==> config.mk <==
export PLATFORM = sky130hd
export DESIGN_NAME = stepCounter
export DESIGN_NICKNAME = d
export VERILOG_FILES = /design/src/stepCounter.sv
export SDC_FILE = /design/constraint.sdc
export NUM_CORES = 1
export LEC_CHECK = 0
export BUFFER_PORTS_ARGS = -buffer_cell sky130_fd_sc_hd__buf_2
export CAP_MARGIN = 0
export CORE_AREA = 3 3 40 42
export CTS_CLUSTER_SIZE = 28
export DETAILED_ROUTE_END_ITERATION = 6
export DIE_AREA = 0 0 43 45
export GPL_ROUTABILITY_DRIVEN = 1
export GPL_TIMING_DRIVEN = 0
export HOLD_SLACK_MARGIN = 0.05
export MAX_ROUTING_LAYER = met4
export SETUP_SLACK_MARGIN = 0.3
export SLEW_MARGIN = 30
export SYNTH_ARGS = -nofsm -noshare
export SYNTH_HDL_FRONTEND = slang
export SYNTH_SLANG_ARGS = --single-unit
==> constraint.sdc <==
create_clock -name clock -period 2.2 [get_ports clock]
set_input_delay 0.33 -clock clock [delete_from_list [all_inputs] [get_ports clock]]
set_output_delay 0.33 -clock clock [all_outputs]
set_load 0.03 [all_outputs]
==> src/stepCounter.sv <==
// Microstep counter with clear and advance
`timescale 1ns/100ps
`default_nettype none

module stepCounter (
  input  logic       clock,
  input  logic       rstN,
  input  logic       advance,
  input  logic       clear,
  output logic [2:0] step
);

  always_ff @(posedge clock or negedge rstN) begin
    if (!rstN) begin
      step <= '0;
    end else if (clear) begin  // Instruction boundary wins
      step <= '0;
    end else if (advance) begin
      step <= step + 3'd1;
    end
  end

endmodule

`default_nettype wire

### After elaboration in Yosys (flattened, before gate mapping)

Index checks and enable logic that the tools add are counted.
W data, S select, Z words.

* bits in registers: 3
* logic and storage cells: 5
* input bits: 4
* output and inout port bits: 3

* multiplexer cells: 2
* add/subtract/negate cells: 1
* reductions and logical operators: 1

Operator list (number)
* $mux W3: 2
* $add A3 B1 Y3 const B: 1
* $reduce_bool A2 Y1: 1

### Longest topological paths before layout

* depth after elaboration: 3
* depth in mapped cells: 3
* depth with buffers taken out: 3

### Worst setup path before layout

OpenSTA, ideal clock, no wires.

* kind: register -> register
* from: register step[0]
* to: register step[2]
* slack: 1.072 ns
* path buffers: 0
* data required time: 2.123 ns
* period minus slack after synthesis: 1.128 ns
* cell stages (with the launch flop): 4
* arrival: 1.051 ns
* setup time: 0.077 ns
* cell sequence: dfrtp_1 > ha_1 > a21bo_2 > a21oi_1

* word-level cells in the longest chain between the ends: 3

Ends and longest elaborated chain
* start, declared: RTL line 10 `output logic [2:0] step`
* start signal, assigned: RTL line 19 `step <= step + 3'd1;`
* $add A3 B1 Y3: RTL line 19
* $mux W3: RTL line 18 `end else if (advance) begin`
* $mux W3: RTL line 16 `end else if (clear) begin`

No other way between the ends. The select of a mux whose other input is x is not followed.
A chain may end at the register's enable or synchronous reset.

### Final worst setup path

* from: register step[0]
* to: output port step[0]

No word-level cell between the ends.

==> impl_summary.md <==
Global routing
The initial antenna violation count was 0. Entering global routing, the biggest net connects 5 pins. In the global route stage, overall resource usage came out at 0.0473. Summed over all layers, the global routing overflow is 0. The via count of the first global-routing pass is between 100 and 150. The global-route wire length before repair is slightly below 500 microns.

Critical path
The classification of the worst setup path is reg -> out. In this design, the stage delay of the slowest critical-path cell is between 0.3 and 0.4 ns. For the worst setup path, the data arrival time is ~0.8 ns. In this run the worst setup path begins at step[0]$_DFFE_PN0P_.

The logic depth of the worst register-to-register path is 3. Data on the critical path is required at its endpoint by between 1.5 and 2 ns. The signal on the critical path passes through buf_2. On the critical path the largest part of the delay comes from flip-flops. The maximum fanout encountered on the critical timing path is 3. In this run the critical register-to-register path is launched from step[0]$_DFFE_PN0P_. The number of buffers and inverters on the critical path is 1. The endpoint of the worst register-to-register path is step[2]$_DFFE_PN0P_. STA classifies the critical path endpoint as an output port. The kind of start point of the critical path is a register. The register-to-register setup slack is roughly 1.2 ns.

Among all stages on the critical path, the largest delay is contributed by dfrtp_1.

Synth
The number of different library cells used by synthesis comes to 8. The cell count after synthesis is 11. The proportion of register bits with asynchronous set or reset after synthesis is 1.00.

The sequential area share after synthesis is 0.550. The number of nets produced by synthesis is 16. Counting instances in the post-synthesis netlist gives the leading cell types as dfrtp_1, nor2_1. The count of flip-flops with a built-in enable after synthesis is 0. Of the post-synthesis cell area, the dominant cell type holds 0.550. The primary flip-flop cell chosen by synthesis mapping is dfrtp_1. By area the synthesized netlist is led by dfrtp_1, ha_1, a21bo_2. The cell area after synthesis is 136 sq um. The cell type with the highest aggregate area in the netlist is dfrtp_1.

The post-synthesis average cell area is 12.4 sq um. During synthesis, Yosys emitted a total of 0 warnings. The cell with the most instances after synthesis is dfrtp_1.

The number of synthesized register bits is 3.

Placement
In this run the tool buffered the top-level ports with 6 buffer cells. The post-detailed-placement cell area is about 190 sq um. The placer's final routability congestion estimate is just over 0.6.

Status
The flow ran to the end, and the final reports show no timing, DRC or antenna violations.

Finish
The number of flip-flops in the largest register is 3. Once layout is done, the placed cells without fillers occupy about 220 sq um. The area growth from synthesis to layout is 62.4%. Of the cells placed in the final design, the portion with a size suffix greater than 1 is 0.455. The antenna diode count is 0. In the final layout, the registers with the most flip-flops are step (3). Ranked by flip-flop count, first place goes to step.

The count of nets after finishing is 28.

Hold path
The endpoint with the worst hold slack is step[0]$_DFFE_PN0P_. Along the worst hold path, the cell count comes to 2. The tightest min-delay check is of the in -> reg type.

In this run the most critical hold path is launched from clear.

STA
Setup violations remaining at the end of the flow were counted as 0. The number of slew-limit violations in the final report came to 0. Dividing the final minimum period by the clock period gives 0.522.

The final critical delay including setup and external delays is ~1.1 ns. The maximum frequency from static timing analysis is about 870 MHz. The slew at the pin closest to its max-slew limit is approximately 0.15 ns. The setup TNS is 0 ns.

The final number of hold-violating endpoints is 0. Across the routed clock network, the largest skew measured is 0.000234 ns. The relative slew slack is 0.897. Setup repair after global routing left no endpoint under its margin.

Floorplan
From bottom edge to top edge, the die measures between 40 and 50 microns. The core area is 1280 sq um. The floorplan step defined a die boundary enclosing around 1900 sq um.

Measured along the x axis, the die boundary spans about 43 microns. The count of boundary I/O pins is 7. The cell row count is 13. The effective utilization at floorplan is 0.106.

Clock network
The TritonCTS buffer count is 3. In this run the clock root is driven by a clkbuf_4. After clock tree synthesis, the repair step resized 0 gates. For the worst-skew pair, the clock arrives at the later sink with an insertion delay of roughly 0.23 ns.

No sink is reached through more buffers than the 2 on the longest clock path. The register clock-pin slew on the reported worst setup and hold paths is about 0.040 ns. The clock net in this run drives a total of 3 sinks. TritonCTS built the clock tree. The number of levels the H-tree was split into is 1.

Drt
The average routed wire per standard cell is 8.08 microns. Dividing the detail-routed via count by the number of cells gives 3.08. The final antenna-violating net count is 0. For this run, the detailed router's first-pass iteration total came to 4.

The count of unresolved DRC violations after routing is 0. The total wire length after detailed routing is about 300 microns. The initial detailed-routing violation count is 1.

The total number of vias is 114.

Power and ir drop
The power density of the placed cells is 842 nW/um^2. The sum of internal, switching and leakage power is 0.000186 W. The worst-case vdd ir drop is 0.0000952 V. In this run the static leakage power is roughly 0.11 nW.

Run
Max-cap violations in this run came to 0.
## where the power goes
part,total (W),switching [W],internal (W)
Clock,0.0000967,0.0000287,0.0000680
Sequential,0.0000624,0.00000303,0.0000593
Combinational,0.0000274,0.0000163,0.0000110
## how the worst max path moves through the flow
stage	slack, ns	cells after the start	end
finish	1.05	1	step[0]
global route	1.01	1	step[0]
CTS	1.04	1	step[0]
detailed placement	1.18	3	step[2]$_DFFE_PN0P_
global placement	1.21	3	step[2]$_DFFE_PN0P_
floorplan	1.07	3	step[2]$_DFFE_PN0P_
## routing by layer
metal / wire [microns] / track usage
met4: 14 / 0.0904
met5: 0 / -
met1: 139 / 0.0436
met3: 49 / 0.0359
met2: 95 / 0.0389
## what timing repair did
action / 4_1_cts / 5_1_grt
endpoints found under the hold margin: 3 / 0
hold buffers: 1 / 0
setup buffers: 0 / 0
## layout make-up
type,count,area (sq um)
Fill cell,144,1060
Sequential cell,3,75.1
Multi-Input combinational cell,8,61.3
Timing Repair Buffer,7,40.0
Clock buffer,4,26.3
Tap cell,15,18.8
## logic make-up after synthesis
family                   after synthesis  synth area share
AND/OR/NAND/NOR                        3             0.110
flip-flops                             3             0.550
AO/OA/AOI/OAI                          2             0.110
XOR/XNOR                               1            0.0642
multiplexers                           1            0.0734
adder cells (fa/ha/maj)                1            0.0917
## per-stage QoR
step                      hold slack (ns)  instances  utilization  setup WS [ns]
final                               0.283         37        0.172           1.05
after global routing                0.294         37        0.172           1.01
after CTS                           0.278         37        0.172           1.04
after floorplan                    0.0344         11            -           1.07
after global placement              0.128         32        0.144           1.21
after detailed placement            0.130         32        0.144           1.18
## layout by cell type (no fill, tap or decap), types with 2 or more instances in the layout
master and n:
buf_2 6, clkbuf_4 3, dfrtp_1 3, nor2_1 2
Power figures use the tool's default switching activity.
