<file path="config.mk">
export PLATFORM = sky130hd
export DESIGN_NAME = controlUnit
export DESIGN_NICKNAME = d
export VERILOG_FILES = /design/src/cpuPkg.sv /design/src/controlUnit.sv
export SDC_FILE = /design/constraint.sdc
export NUM_CORES = 1
export LEC_CHECK = 0
export BUFFER_PORTS_ARGS = -buffer_cell sky130_fd_sc_hd__clkbuf_2
export CORE_MARGIN = 2
export CORE_UTILIZATION = 39
export DETAILED_ROUTE_END_ITERATION = 6
export PLACE_DENSITY_LB_ADDON = 0.15
export SYNTH_ARGS = -nofsm -noshare
export SYNTH_HDL_FRONTEND = slang
export SYNTH_SLANG_ARGS = --single-unit
</file>
<file path="constraint.sdc">
create_clock -name clock -period 1.8 [get_ports clock]
set_clock_uncertainty 0.05 [all_clocks]
set_input_delay 0.27 -clock clock [delete_from_list [all_inputs] [get_ports clock]]
set_output_delay 0.27 -clock clock [all_outputs]
set_load 0.05 [all_outputs]
</file>
<file path="src/cpuPkg.sv">
// Shared widths, opcode, ALU operation, bus source and register select types
`default_nettype none

package cpuPkg;

  localparam int wordW   = 32;  // Data word width
  localparam int cWidth  = 15;  // Constant field in IR[14:0]
  localparam int regIdxW = 4;   // Sixteen general registers

  // Field layout: op[31:27] ra[26:23] rb[22:19] rc[18:15] c[14:0]
  typedef enum logic [4:0] {
    opLd   = 5'd0,   // Ra <- mem[Rb + C], R0 base reads zero
    opSt   = 5'd1,   // mem[Rb + C] <- Ra, R0 base reads zero
    opAddi = 5'd2,   // Ra <- Rb + C
    opAdd  = 5'd3,   // Ra <- Rb + Rc
    opSub  = 5'd4,   // Ra <- Rb - Rc
    opAnd  = 5'd5,
    opOr   = 5'd6,
    opShl  = 5'd7,   // Ra <- Rb << Rc[4:0]
    opShr  = 5'd8,   // Logical, by Rc[4:0]
    opMul  = 5'd9,   // HI:LO <- Rb * Rc, signed
    opMfhi = 5'd10,  // Ra <- HI
    opMflo = 5'd11,  // Ra <- LO
    opOut  = 5'd12,  // Output port <- Ra
    opHalt = 5'd31   // Unused codes decode the same way
  } opcodeT;

  typedef enum logic [2:0] {
    aluAdd, aluSub, aluAnd, aluOr, aluShl, aluShr, aluMul
  } aluOpT;

  typedef enum logic [3:0] {
    srcReg, srcPc, srcMdr, srcZHigh, srcZLow, srcHi, srcLo, srcY, srcConst
  } busSrcT;

  // Which IR register field is addressed
  typedef enum logic [1:0] {
    selNone, selRa, selRb, selRc
  } regSelT;

endpackage

`default_nettype wire

</file>
<file path="src/controlUnit.sv">
// CPU control FSM: handshakes, fetch sequence and per-opcode execute steps
`timescale 1ns/100ps
`default_nettype none

module controlUnit import cpuPkg::*; (
  input  logic       clock,
  input  logic       rstN,
  input  logic       loadValid,
  output logic       loadReady,
  input  logic       startValid,
  output logic       startReady,
  input  logic       outReady,
  output logic       outValid,
  input  logic       doneReady,
  output logic       doneValid,
  input  opcodeT     opcode,
  input  logic [2:0] step,
  output logic       advance,
  output logic       clear,
  output busSrcT     busSrc,
  output regSelT     regInSel,
  output regSelT     regOutSel,
  output aluOpT      aluOp,
  output logic       marIn,
  output logic       mdrIn,
  output logic       mdrRead,
  output logic       memWrite,
  output logic       irIn,
  output logic       pcIn,
  output logic       incPc,
  output logic       yIn,
  output logic       zIn,
  output logic       hiIn,
  output logic       loIn,
  output logic       outIn,
  output logic       loadWrite,
  output logic       startLoad
);

  typedef enum logic [2:0] {sBoot, sIdle, sFetch, sExec, sOutWait, sDone} stateT;

  stateT state, nextState, exitState;
  logic  endInstr;

  // Handshake flags straight from the state register
  assign loadReady  = (state == sIdle);
  assign startReady = (state == sIdle);
  assign outValid   = (state == sOutWait);
  assign doneValid  = (state == sDone);

  function automatic aluOpT aluFor(opcodeT op);
    case (op)
      opSub:   aluFor = aluSub;
      opAnd:   aluFor = aluAnd;
      opOr:    aluFor = aluOr;
      opShl:   aluFor = aluShl;
      opShr:   aluFor = aluShr;
      opMul:   aluFor = aluMul;
      default: aluFor = aluAdd;  // addi and address math
    endcase
  endfunction

  always_ff @(posedge clock or negedge rstN) begin
    if (!rstN) begin
      state <= sBoot;  // Keeps the ready flags low through reset
    end else begin
      state <= nextState;
    end
  end

  always_comb begin
    nextState = state;
    exitState = sFetch;
    endInstr  = 1'b0;
    advance   = 1'b0;
    clear     = 1'b0;
    busSrc    = srcReg;
    regInSel  = selNone;
    regOutSel = selNone;
    aluOp     = aluAdd;
    {marIn, mdrIn, mdrRead, memWrite, irIn, pcIn, incPc} = '0;
    {yIn, zIn, hiIn, loIn, outIn, loadWrite, startLoad} = '0;
    case (state)
      sBoot: nextState = sIdle;
      sIdle: begin
        loadWrite = loadValid;
        if (startValid) begin
          startLoad = 1'b1;
          clear     = 1'b1;
          nextState = sFetch;
        end
      end
      sFetch: begin
        advance = 1'b1;
        case (step)
          3'd0: begin
            busSrc = srcPc;
            marIn  = 1'b1;
            incPc  = 1'b1;
          end
          3'd1: begin
            mdrIn   = 1'b1;
            mdrRead = 1'b1;
          end
          default: begin
            busSrc    = srcMdr;
            irIn      = 1'b1;
            nextState = sExec;
          end
        endcase
      end
      sExec: begin
        case (opcode)
          opAddi, opAdd, opSub, opAnd, opOr, opShl, opShr, opMul: begin
            case (step)
              3'd3: begin
                regOutSel = selRb;
                yIn       = 1'b1;
              end
              3'd4: begin
                busSrc    = (opcode == opAddi) ? srcConst : srcReg;
                regOutSel = selRc;
                aluOp     = aluFor(opcode);
                zIn       = 1'b1;
              end
              3'd5: begin
                busSrc   = srcZLow;
                regInSel = (opcode == opMul) ? selNone : selRa;
                loIn     = (opcode == opMul);
                endInstr = (opcode != opMul);
              end
              default: begin  // mul only
                busSrc   = srcZHigh;
                hiIn     = 1'b1;
                endInstr = 1'b1;
              end
            endcase
          end
          opLd, opSt: begin
            case (step)
              3'd3: begin
                regOutSel = selRb;  // Base, R0 zeroed in the datapath
                yIn       = 1'b1;
              end
              3'd4: begin
                busSrc = srcConst;
                zIn    = 1'b1;
              end
              3'd5: begin
                busSrc = srcZLow;
                marIn  = 1'b1;
              end
              3'd6: begin
                regOutSel = selRa;
                mdrIn     = 1'b1;
                mdrRead   = (opcode == opLd);
              end
              default: begin
                busSrc   = srcMdr;
                regInSel = (opcode == opLd) ? selRa : selNone;
                memWrite = (opcode == opSt);
                endInstr = 1'b1;
              end
            endcase
          end
          opMfhi, opMflo: begin
            busSrc   = (opcode == opMfhi) ? srcHi : srcLo;
            regInSel = selRa;
            endInstr = 1'b1;
          end
          opOut: begin
            regOutSel = selRa;
            outIn     = 1'b1;
            endInstr  = 1'b1;
            exitState = sOutWait;
          end
          default: begin
            endInstr  = 1'b1;
            exitState = sDone;
          end
        endcase
        if (endInstr) begin
          clear     = 1'b1;
          nextState = exitState;
        end else begin
          advance = 1'b1;
        end
      end
      sOutWait: if (outReady) nextState = sFetch;
      sDone:    if (doneReady) nextState = sIdle;
      default:  nextState = sIdle;
    endcase
  end

endmodule

`default_nettype wire

</file>
==> summary.md, run 1 <==
| Metric | Value |
|---|---|
| Num ports | 45 |
| Post-CTS Setup Repair Bufs | 30 |
| Ys flop type | dfrtp_1 |
| Root Driver | clkbuf_4 |
| Routability Congestion | 0.889 |
| I/O Buffers | 42 |
| Die height | 47.9 microns |
| Status | stopped before the end |
| Area leader, netlist | dfrtp_1 |
| Synth area leaders | dfrtp_1, nor2_1, a21oi_1 |
| H-tree depth | 1 |
| Async S/R FF share, synth | 100% |
| Total CTS buffers | 3 |
| Yosys cell types | 39 |
| Initial core utilization | 42.6% |
| Worst setup slack after placement | -398 ps |
| Sequential element share of the synthesized area | 9.98% |
| Number of flops mapped to enable cells by yosys | 0 |
| Hold Buf Count CTS | 1 |
| TritonCTS Sinks | 3 |
| Exit stage | clock tree synthesis |
| Max Buffers Root-to-Sink | 2 |
| # rows | 15 |
| Error | [ERROR DPL-0038] Utilization greater than 100%, impossible to legalize |
| Syn Std Cell Area | 752 sq um |
| Post_cts resized | 70 |
| Avg Inst Size Synth | 6.32 sq um |
| Yosys warns | 0 |
| Synth top area share | 9.98% |
| Die width | 47.9 microns |
| #FFs+latches synth | 3 |
| Post-DP HPWL | 3650 microns |
| Synth Instances | 119 |
stage by stage:
stage,area (sq um),hold WS (ps),instances
global placement,1700,15.1,218
detailed placement,1700,18.8,218
floorplan,993,-75.6,120
cells in the mapped netlist, types with 2 or more instances:
| master | n |
|---|---|
| nand2_1 | 7 |
| nand2b_1 | 5 |
| nor4_1 | 3 |
| o21a_1 | 2 |
| dfrtp_1 | 3 |
| or2_2 | 4 |
| o21ai_0 | 2 |
| nor4b_1 | 2 |
| and3_1 | 2 |
| or3_1 | 2 |
| clkbuf_1 | 7 |
| and2_1 | 2 |
| nand4_1 | 2 |
| nor2b_1 | 6 |
| a211oi_1 | 2 |
| buf_4 | 3 |
| nor3_1 | 9 |
| nand3_1 | 5 |
| o22ai_1 | 3 |
| and3b_1 | 2 |
| a21oi_1 | 10 |
| inv_1 | 4 |
| nor2_1 | 15 |
| o21bai_1 | 2 |
logic make-up after synthesis:
kind of cell	count (synthesis)	synth area share (%)
simple gates	71	52.9
other cells	1	0.499
compound gates	28	25.1
buf+inv	15	9.98
mux	1	1.50
flops	3	9.98
==> inputs of run 2 (changes only) <==
--- a/config.mk
+++ b/config.mk
@@ -6,9 +6,9 @@
 export NUM_CORES = 1
 export LEC_CHECK = 0
 export BUFFER_PORTS_ARGS = -buffer_cell sky130_fd_sc_hd__clkbuf_2
-export CORE_MARGIN = 2
-export CORE_UTILIZATION = 39
+export CORE_AREA = 2 2 63 65
 export DETAILED_ROUTE_END_ITERATION = 6
+export DIE_AREA = 0 0 65 67
 export PLACE_DENSITY_LB_ADDON = 0.15
 export SYNTH_ARGS = -nofsm -noshare
 export SYNTH_HDL_FRONTEND = slang
==> constraint.sdc (replaced) <==
create_clock -name clock -period 2.34 [get_ports clock]
set_clock_uncertainty 0.05 [all_clocks]
set_input_delay 0.351 -clock clock [delete_from_list [all_inputs] [get_ports clock]]
set_output_delay 0.351 -clock clock [all_outputs]
set_load 0.05 [all_outputs]
==> summary.md, run 2 <==
| Metric | Value |
|---|---|
| Share of cells above drive strength 1 | 49.4% |
| N_diodes | 0 |
| Largest net degree at the start of global routing | 13 |
| Final net count | 189 |
| Clk_lat worst skew | 220 ps |
| Min-delay worst type | primary input to asynchronous set/reset pin |
| Yosys warns | 0 (unchanged) |
| WP data required | 1940 ps |
| Core area | 0.00361 sq mm |
| Post-DR vias/cell | 4.92 |
| Leakage | 0.590 nW |
| Critical Path Max Stage Delay | 560 ps |
| Status | finished clean |
| Async S/R FF share, synth | 100% (unchanged) |
| TritonRoute pass-1 iters | 4 |
| Count leader, synth | nor2_1 |
| Synth area leaders | dfrtp_1, nor2_1, a21oi_1 |
| First-pass GRT wire length | 4660 microns |
| Area growth syn-to-layout | 71.9% |
| Total CTS buffers | 3 (unchanged) |
| Max-Cap Viols | 0 |
| Yosys cell types | 39 (unchanged) |
| I/O Buffers | 42 (unchanged) |
| DIE AREA | 0.00436 sq mm |
| Ys flop type | dfrtp_1 |
| Layout Utilization | 35.8% |
| Fin crit period | 2270 ps |
| Initial core utilization | 20.9% (-22 points) |
| Gr usage total | 13.9% |
| Post-CTS Setup Repair Bufs | 0 (-100%) |
| Combinational power share | 76.9% |
| Switch share | 57.2% |
| Avg Inst Size Synth | 6.32 sq um (unchanged) |
| WL per Instance | 13.3 microns |
| Wirelength, routed | 2950 microns |
| Number of flops mapped to enable cells by yosys | 0 (unchanged) |
| Detailed-route DRC error count | 0 |
| P per Cell Area | 843 mW/mm^2 |
| Synth top area share | 9.98% (unchanged) |
| CTS tree | built |
| Critical Path AT | 1870 ps |
| Syn Std Cell Area | 752 sq um (unchanged) |
| Max Buffers Root-to-Sink | 2 (unchanged) |
| Root Driver | clkbuf_8 |
| Max-slew violation count | 0 |
| Final antenna-violating net count | 0 |
| Max FFs per register | 3 |
| Sequential element share of the synthesized area | 9.98% (unchanged) |
| Final hold vios | 0 |
| Most common cell after layout, fill and taps aside | clkbuf_2 |
| NetSw | 0.000623 W |
| Initial antenna violation count | 0 |
| TNS Setup | 0 ps |
| RSZ-0062 raised after global routing | false |
| # rows | 22 (+7) |
| CP startpoint kind | primary input |
| CP endpoint kind | output port |
| Register bank with the most flops | state |
| FMAX | 0.440 GHz |
| Num ports | 45 (unchanged) |
| Flop pwr share | 8.8% |
| Synth Instances | 119 (unchanged) |
| Final period util | 97.1% |
| Most frequent cells in the layout | clkbuf_2, buf_4, nor2_1, a21oi_1, nand2_1 |
| Clock group share of total power | 14.4% |
| Post-DP HPWL | 2380 microns (-35%) |
| H-tree depth | 1 (unchanged) |
| #FFs+latches synth | 3 (unchanged) |
| Worst path cell trace | clkbuf_2 > or4b_4 > a2111oi_4 > nor4_2 > a21oi_2 > clkbuf_4 |
| Top Registers | state: 3 flops |
| Die width | 65 microns (+36%) |
| Critical path fanouts, max | 5 |
| Routability Congestion | 0.816 (-8.3%) |
| Critical path class | primary input to output port |
| P_int | 0.000466 W |
| Via count | 1093 |
| Vias in the first global route | 987 |
| Die height | 67 microns (+40%) |
| Clock transition at path regs | 30 ps |
| Detailed Route Iter0 Violations | 21 |
| Grt ovf | 0 |
| TritonCTS Sinks | 3 (unchanged) |
| Slowest library cell on the worst path | or4b_4 |
| Worst VDD drop | 0.560 mV |
| Area leader, netlist | dfrtp_1 |
| Final setup fails | 0 |
| Post-synth top cells | nor2_1, a21oi_1, nor3_1, clkbuf_1, nand2_1 |
[run 2: cell counts after synthesis]
Identical to the previous run, type by type.
[run 2: power by group through the flow]
stage	clock [W]	combinational, W	sequential, W
6_report	0.000156	0.000838	0.0000955
5_1_grt	0.000166	0.000889	0.0000987
4_1_cts	0.000162	0.000829	0.0000928
3_5_place_dp	0	0.000822	0.0000933
3_3_place_gp	0	0.000822	0.0000918
2_1_floorplan	0	0.000590	0.0000895
[run 2: final cells by class]
type                    count  area (sq um)
fillers                   401          2310
inverters                   4          15.0
well taps                  48          60.1
flip-flops and latches      3          76.3
clock buffers               4          45.0
multi-input cells         102           697
repair buffers             61           399
[run 2: repair_timing]
| item | in CTS | in global routing |
|---|---|---|
| hold buffers | 1 | 0 |
| hold endpoints to repair | 3 | 0 |
| setup endpoints to repair | 2 | 9 |
| gates resized for setup | 4 | 10 |
| pin swaps | 0 | 0 |
[run 2: per-layer routing]
| layer | global-route usage [%] | vias to the layer above | wire, microns |
|---|---|---|---|
| li1 | - | 541 | - |
| met1 | 16.9 | 501 | 1330 |
| met2 | 23.7 | 43 | 1340 |
| met3 | 1.35 | 8 | 190 |
| met4 | 7.98 | 0 | 80 |
| met5 | 0 | - | 0 |
[run 2: metrics by stage]
step	worst slack, ps	total power [W]	cell area, sq um	std cells	hold slack [ps]
after detailed placement	20.4	0.000916	1190	217	106
after CTS	16.2	0.00108	1260	222	407
after global placement	55.0	0.000913	1190	217	102
after floorplan	-148	0.000680	812	120	5.41
after global routing	13.4	0.00115	1290	222	418
final	68.3	0.00109	1290	222	408
[run 2: critical path, delay by kind of cell]
kind            cells  cell delay (ps)
compound gates      2              480
buf+inv             2              360
simple gates        2              670
[run 2: final timing paths]
| kind | from | to | slack [ps] | cells past startpoint |
|---|---|---|---|---|
| setup / recovery | opcode[1] | clear | 70 | 6 |
| hold / removal | rstN | state[2]$_DFFE_PN0P_ | 410 | 2 |
| setup reg to reg | state[2]$_DFFE_PN0P_ | state[0]$_DFFE_PN0P_ | 910 | 3 |
| hold reg to reg | state[2]$_DFFE_PN0P_ | state[1]$_DFFE_PN0P_ | 560 | 1 |
| max in group asynchronous | rstN | state[2]$_DFFE_PN0P_ | 1700 | 2 |
| min in group clock | doneReady | state[2]$_DFFE_PN0P_ | 410 | 3 |
[run 2: kinds of logic after synthesis]
group	Yosys count	synth area share (%)
and+or+nand+nor	71	52.9
other	1	0.499
AOI/OAI and AO/OA	28	25.1
DFF	3	9.98
muxes	1	1.50
buffers and inverters	15	9.98
No activity file was read; power rests on OpenSTA's default activity.
==> inputs of run 3 (changes only) <==
--- a/config.mk
+++ b/config.mk
@@ -5,11 +5,12 @@
 export SDC_FILE = /design/constraint.sdc
 export NUM_CORES = 1
 export LEC_CHECK = 0
-export BUFFER_PORTS_ARGS = -buffer_cell sky130_fd_sc_hd__clkbuf_2
 export CORE_AREA = 2 2 63 65
 export DETAILED_ROUTE_END_ITERATION = 6
 export DIE_AREA = 0 0 65 67
+export DONT_BUFFER_PORTS = 1
 export PLACE_DENSITY_LB_ADDON = 0.15
+export REMOVE_ABC_BUFFERS = 1
 export SYNTH_ARGS = -nofsm -noshare
 export SYNTH_HDL_FRONTEND = slang
 export SYNTH_SLANG_ARGS = --single-unit
==> summary.md, run 3 (same netlist as run 2, synthesis figures left out) <==
| Metric | Value |
|---|---|
| WL per Instance | 13.6 microns (+2.6%) |
| Max-slew violation count | 0 (unchanged) |
| Fin crit period | 2240 ps (-32.4 ps) |
| Max Buffers Root-to-Sink | 2 (unchanged) |
| H-tree depth | 1 (unchanged) |
| Clk_lat worst skew | 210 ps (about the same) |
| Max-slew headroom at the worst pin | 64.7% |
| Final hold vios | 0 (unchanged) |
| Routability Congestion | 0.875 (+7.3%) |
| TritonRoute pass-1 iters | 4 (unchanged) |
| Critical path fanouts, max | 8 (+3) |
| Gr usage total | 11.8% (-2.1 points) |
| Worst r2r src | state[0]$_DFFE_PN0P_ |
| I/O Buffers | 0 (-100%) |
| Grt ovf | 0 (unchanged) |
| Total CTS buffers | 3 (unchanged) |
| TNS Setup | 0 ps (unchanged) |
| Worst setup slack after placement | 181 ps (+161 ps) |
| Crit. Startpoint | state[2]$_DFFE_PN0P_ |
| Final WS setup | 101 ps (+32.4 ps) |
| Register bank with the most flops | state |
| Critical path class | flip-flop to output port |
| Initial core utilization | 20.9% (unchanged) |
| Vias in the first global route | 928 (-6.0%) |
| Final period util | 95.7% (-1.4 points) |
| Detailed Route Iter0 Violations | 25 (+19%) |
| Most frequent cells in the layout | buf_4, nor2_1, a21oi_1, nand2_1 |
| Post-CTS Setup Repair Bufs | 0 (unchanged) |
| Num ports | 45 (unchanged) |
| DIE AREA | 0.00436 sq mm (unchanged) |
| Area growth syn-to-layout | 54.6% |
| Detailed-route DRC error count | 0 (unchanged) |
| Most common cell after layout, fill and taps aside | buf_4 |
| Critical Path AT | 1840 ps (-30 ps) |
| Largest net degree at the start of global routing | 14 (+1) |
| Max FFs per register | 3 (unchanged) |
| FMAX | 0.447 GHz (+1.4%) |
| Die width | 65 microns (unchanged) |
| Final setup fails | 0 (unchanged) |
| P per Cell Area | 919 mW/mm^2 (+9.0%) |
| Worst VDD drop | 0.499 mV (-11%) |
| Min-delay worst type | primary input to flip-flop |
| Worst-margin pin slew | 532 ps |
| First-pass GRT wire length | 4160 microns (-11%) |
| Share of cells above drive strength 1 | 36.5% (-13 points) |
| Post-DR vias/cell | 4.97 (+1.0%) |
| Die height | 67 microns (unchanged) |
| DP Area | 0.00110 sq mm (-7.3%) |
| Core area | 0.00361 sq mm (unchanged) |
| Max-Cap Viols | 0 (unchanged) |
| # rows | 22 (unchanged) |
| CP endpoint kind | output port |
| FILL cells | 409 (+2.0%) |
| Status | finished clean |
| RSZ-0062 raised after global routing | false |
| Via count | 975 (-11%) |
| CP startpoint kind | flip-flop |
| N_diodes | 0 (unchanged) |
| Clock transition at path regs | 30 ps (about the same) |
| Wirelength, routed | 2670 microns (-9.4%) |
| Leakage | 0.480 nW (-19%) |
| WP data required | 1940 ps (about the same) |
| TritonCTS Sinks | 3 (unchanged) |
| Top Registers | state: 3 flops |
| Final net count | 163 (-14%) |
| Root Driver | clkbuf_8 |
| Post-DP HPWL | 2210 microns (-7.0%) |
| Design Area, Final | 0.00116 sq mm (-10%) |
| Final antenna-violating net count | 0 (unchanged) |
| CTS tree | built |
| Initial antenna violation count | 0 (unchanged) |
| Min-delay src | opcode[4] |
[run 3: cell types whose count changed in the layout (fill, tap and decap cells not counted), sizes merged]
cell	previous run	this run
buf	22	34
clkbuf	42	4
[run 3: worst max-delay path, cell delays in order, from the launching register on]
cell and delay (ps):
dfrtp_2 450, nor2b_2 140, nand4_1 170, or2_2 360, nor4b_2 250, buf_4 250
[run 3: final cells by class]
cell class | instances | area [sq um] | share of cell area, %
repair buffers | 35 | 319 | 27.4
inverters | 4 | 15.0 | 1.29
well taps | 48 | 60.1 | 5.17
flip-flops and latches | 3 | 76.3 | 6.57
clock buffers | 4 | 45.0 | 3.88
multi-input cells | 102 | 647 | 55.7
[run 3: worst paths after layout]
check                                             to  slack, ps  cells after the start
worst min register to register  state[1]$_DFFE_PN0P_        530                      1
worst max register to register  state[0]$_DFFE_PN0P_        960                      5
max in group asynchronous       state[2]$_DFFE_PN0P_       1740                      1
min in group asynchronous       state[1]$_DFFE_PN0P_        340                      1
worst min-delay path            state[0]$_DFFE_PN0P_        280                      1
worst max-delay path                       busSrc[3]        100                      5
[run 3: per-layer routing]
layer / GRT usage, % / share of wire (%) / vias to the layer above / wire, microns
li1: - / - / 492 / -
met1: 16.0 / 46 / 453 / 1220
met2: 19.7 / 48 / 30 / 1290
met3: 1.52 / 5.8 / 0 / 155
met4: 2.66 / 0 / 0 / 0
met5: 0 / 0 / - / 0
[run 3: repair_timing]
item | 4_1_cts | 5_1_grt
hold buffers | 1 | 0
hold endpoints to repair | 3 | 0
endpoints found under the setup margin | 0 | 2
resized for setup | 0 | 3
[run 3: power by group]
part            total, W  switching (W)  internal [W]
combinational   0.000825       0.000530      0.000295
sequential     0.0000953      0.0000201     0.0000751
clock           0.000148      0.0000318      0.000116
[run 3: metrics by stage]
step | util [%] | std cells | hold slack, ps | power, W
floorplan | - | 109 | 5.41 | 0.000612
global placement | 30.5 | 191 | 5.50 | 0.000912
detailed placement | 30.5 | 191 | 5.49 | 0.000915
CTS | 32.1 | 196 | 272 | 0.00107
global route | 32.2 | 196 | 276 | 0.00113
finish | 32.2 | 196 | 275 | 0.00107
==> inputs of run 4 (changes only) <==
--- a/config.mk
+++ b/config.mk
@@ -5,10 +5,13 @@
 export SDC_FILE = /design/constraint.sdc
 export NUM_CORES = 1
 export LEC_CHECK = 0
+export CELL_PAD_IN_SITES_DETAIL_PLACEMENT = 1
+export CELL_PAD_IN_SITES_GLOBAL_PLACEMENT = 1
 export CORE_AREA = 2 2 63 65
 export DETAILED_ROUTE_END_ITERATION = 6
 export DIE_AREA = 0 0 65 67
 export DONT_BUFFER_PORTS = 1
+export GPL_TIMING_DRIVEN = 0
 export PLACE_DENSITY_LB_ADDON = 0.15
 export REMOVE_ABC_BUFFERS = 1
 export SYNTH_ARGS = -nofsm -noshare
==> constraint.sdc (replaced) <==
create_clock -name clock -period 1.9 [get_ports clock]
set_clock_uncertainty 0.05 [all_clocks]
set_input_delay 0.285 -clock clock [delete_from_list [all_inputs] [get_ports clock]]
set_output_delay 0.285 -clock clock [all_outputs]
set_load 0.05 [all_outputs]
==> summary.md, run 4 (same netlist as run 2, synthesis figures left out) <==
| Metric | Value |
|---|---|
| Status | finished, violations left |
| Violated checks | negative setup slack |
| Min-delay worst type | primary input to flip-flop |
| Critical Path Max Stage Delay | 470 ps (+20 ps) |
| Critical Path AT | 1830 ps (about the same) |
| Cells on Worst Hold Path | 1 (unchanged) |
| Placed instance count | 159 (-17%) |
| WL per Instance | 18.3 microns (+34%) |
| Clock group share of total power | 11.6% (-2.2 points) |
| Most frequent cells in the layout | buf_4, buf_6, nor2_1, nor3_4, nor2_4 |
| Share of cells above drive strength 1 | 58.4% (+22 points) |
| Worst Reg2Reg Path Length in Cells | 5 (unchanged) |
| Worst setup slack after placement | -1130 ps (-1320 ps) |
| Die height | 67 microns (unchanged) |
| Initial antenna violation count | 0 (unchanged) |
| CTS tree | built |
| Max Buffers Root-to-Sink | 2 (unchanged) |
| Initial core utilization | 20.9% (unchanged) |
| Max-Cap Viols | 0 (unchanged) |
| Grt ovf | 0 (unchanged) |
| Post-DR vias/cell | 5.39 (+8.4%) |
| Vias in the first global route | 1022 (+10%) |
| Max FFs per register | 3 (unchanged) |
| Largest net degree at the start of global routing | 14 (unchanged) |
| Final antenna-violating net count | 0 (unchanged) |
| Via count | 998 (+2.4%) |
| Switch share | 55.7% (+1.2 points) |
| FMAX | 0.462 GHz |
| Flop pwr share | 8.7% (-0.2 points) |
| Leakage | 0.495 nW (+3.3%) |
| Post-DP HPWL | 2170 microns (-2.1%) |
| Slowest library cell on the worst path | nor3_4 |
| H-tree depth | 1 (unchanged) |
| Total CTS buffers | 3 (unchanged) |
| Final hold vios | 0 (unchanged) |
| Worst path cell trace | nor2b_4 > nand4_1 > or2_4 > buf_4 > nor3_4 |
| NetSw | 0.000908 W (+56%) |
| Fin crit period | 2160 ps |
| WP data required | 1560 ps (-380 ps) |
| I/O Buffers | 0 (unchanged) |
| TritonCTS Sinks | 3 (unchanged) |
| DIE AREA | 0.00436 sq mm (unchanged) |
| FILL cells | 436 (+6.6%) |
| P_int | 0.000723 W (+49%) |
| Register bank with the most flops | state |
| Wirelength, routed | 3380 microns (+27%) |
| Final net count | 152 (-6.7%) |
| First-pass GRT wire length | 5400 microns (+30%) |
| Combinational power share | 79.6% (+2.3 points) |
| Clock transition at path regs | 30 ps (about the same) |
| TritonRoute pass-1 iters | 4 (unchanged) |
| Gr usage total | 16.0% (+4.2 points) |
| Final period util | 114% |
| Max-slew headroom at the worst pin | 51.7% (-13 points) |
| P per Cell Area | 1160 mW/mm^2 (+26%) |
| Worst-margin pin slew | 721 ps (+189 ps) |
| Die width | 65 microns (unchanged) |
| Core area | 0.00361 sq mm (unchanged) |
| Max-slew violation count | 0 (unchanged) |
| Critical path class | flip-flop to output port |
| Clk_lat worst skew | 220 ps (about the same) |
| Final Non-Filler Cells | 185 (-5.6%) |
| Most common cell after layout, fill and taps aside | buf_4 |
| Root Driver | clkbuf_8 |
| Final WS setup | -262 ps (-363 ps) |
| Critical path fanouts, max | 4 (-4) |
| CP startpoint kind | flip-flop |
| Top Registers | state: 3 flops |
| Final setup fails | 16 (+16) |
| CP endpoint kind | output port |
| Num ports | 45 (unchanged) |
| Area growth syn-to-layout | 87.5% |
| Worst VDD drop | 0.721 mV (+45%) |
| Routability Congestion | 0.749 (-14%) |
| Detailed-route DRC error count | 0 (unchanged) |
| # rows | 22 (unchanged) |
| N_diodes | 0 (unchanged) |
| RSZ-0062 raised after global routing | true |
| Detailed Route Iter0 Violations | 33 (+32%) |
## run 4: cell count changes in the layout (fill, tap and decap cells not counted), moves of 4 or more
cell	previous run	this run
nand2_1	7	3
buf_4	29	13
nor2_1	15	9
nor2_4	0	6
nor3_2	4	0
a21oi_1	10	5
nor3_4	0	6
buf_6	1	10
buf_12	4	0
a21oi_4	0	4
## run 4: path summary, 6_finish.rpt
path / start / end / slack, ps
min: opcode[4] / state[0]$_DFFE_PN0P_ / 190
max in group asynchronous: rstN / state[2]$_DFFE_PN0P_ / 1380
max: state[2]$_DFFE_PN0P_ / aluOp[0] / -260
min reg2reg: state[0]$_DFFE_PN0P_ / state[1]$_DFFE_PN0P_ / 650
max reg2reg: state[2]$_DFFE_PN0P_ / state[0]$_DFFE_PN0P_ / 280
min in group asynchronous: rstN / state[1]$_DFFE_PN0P_ / 260
## run 4: power groups by stage
stage	sequential, W	combinational (W)	clock [W]
after floorplan	0.000141	0.000608	0
after global placement	0.000163	0.000676	0
after detailed placement	0.000170	0.000730	0
after CTS	0.000140	0.00119	0.000199
after global routing	0.000148	0.00137	0.000205
final	0.000143	0.00130	0.000190
## run 4: per-stage QoR
step | hold slack (ps) | utilization (%) | TNS [ps] | cell area (sq um) | total power (W)
floorplan | -60.6 | - | -11050 | 696 | 0.000749
global placement | -60.5 | 21.0 | -17810 | 756 | 0.000839
detailed placement | -60.5 | 22.2 | -11260 | 801 | 0.000899
CTS | 181 | 36.4 | -2620 | 1310 | 0.00153
global route | 206 | 39.1 | -3360 | 1410 | 0.00172
finish | 191 | 39.1 | -2410 | 1410 | 0.00163
## run 4: area by class of cell
class                      count  area (sq um)  area share, %
tap                           48          60.1           4.26
sequential                     3          78.8           5.59
timing repair buffer          24           220           15.6
clock buffer                   4          45.0           3.19
inverter                       4          18.8           1.33
multi-input combinational    102           987           70.0
## run 4: layer usage
layer  global-route usage, %  vias to the layer above  part of all wire [%]
met1                    18.9                      499                    40
li1                        -                      465                     -
met3                    1.69                        3                   4.5
met2                    30.3                       31                    54
met4                    4.52                        0                   1.0
met5                       0                        -                     0
## run 4: worst max-delay path, delay by kind of cell (launching register included)
kind,cells,cell delay [ps]
buffers and inverters,1,170
flip-flops,1,430
AND/OR/NAND/NOR,4,1010
## run 4: timing repair
action / 4_1_cts / 5_1_grt
cloned: 0 / 0
hold endpoints to repair: 3 / 0
gates resized for setup: 74 / 15
hold buffers: 1 / 0
pin swaps: 16 / 12
buffers inserted: 17 / 7
setup endpoints to repair: 29 / 22
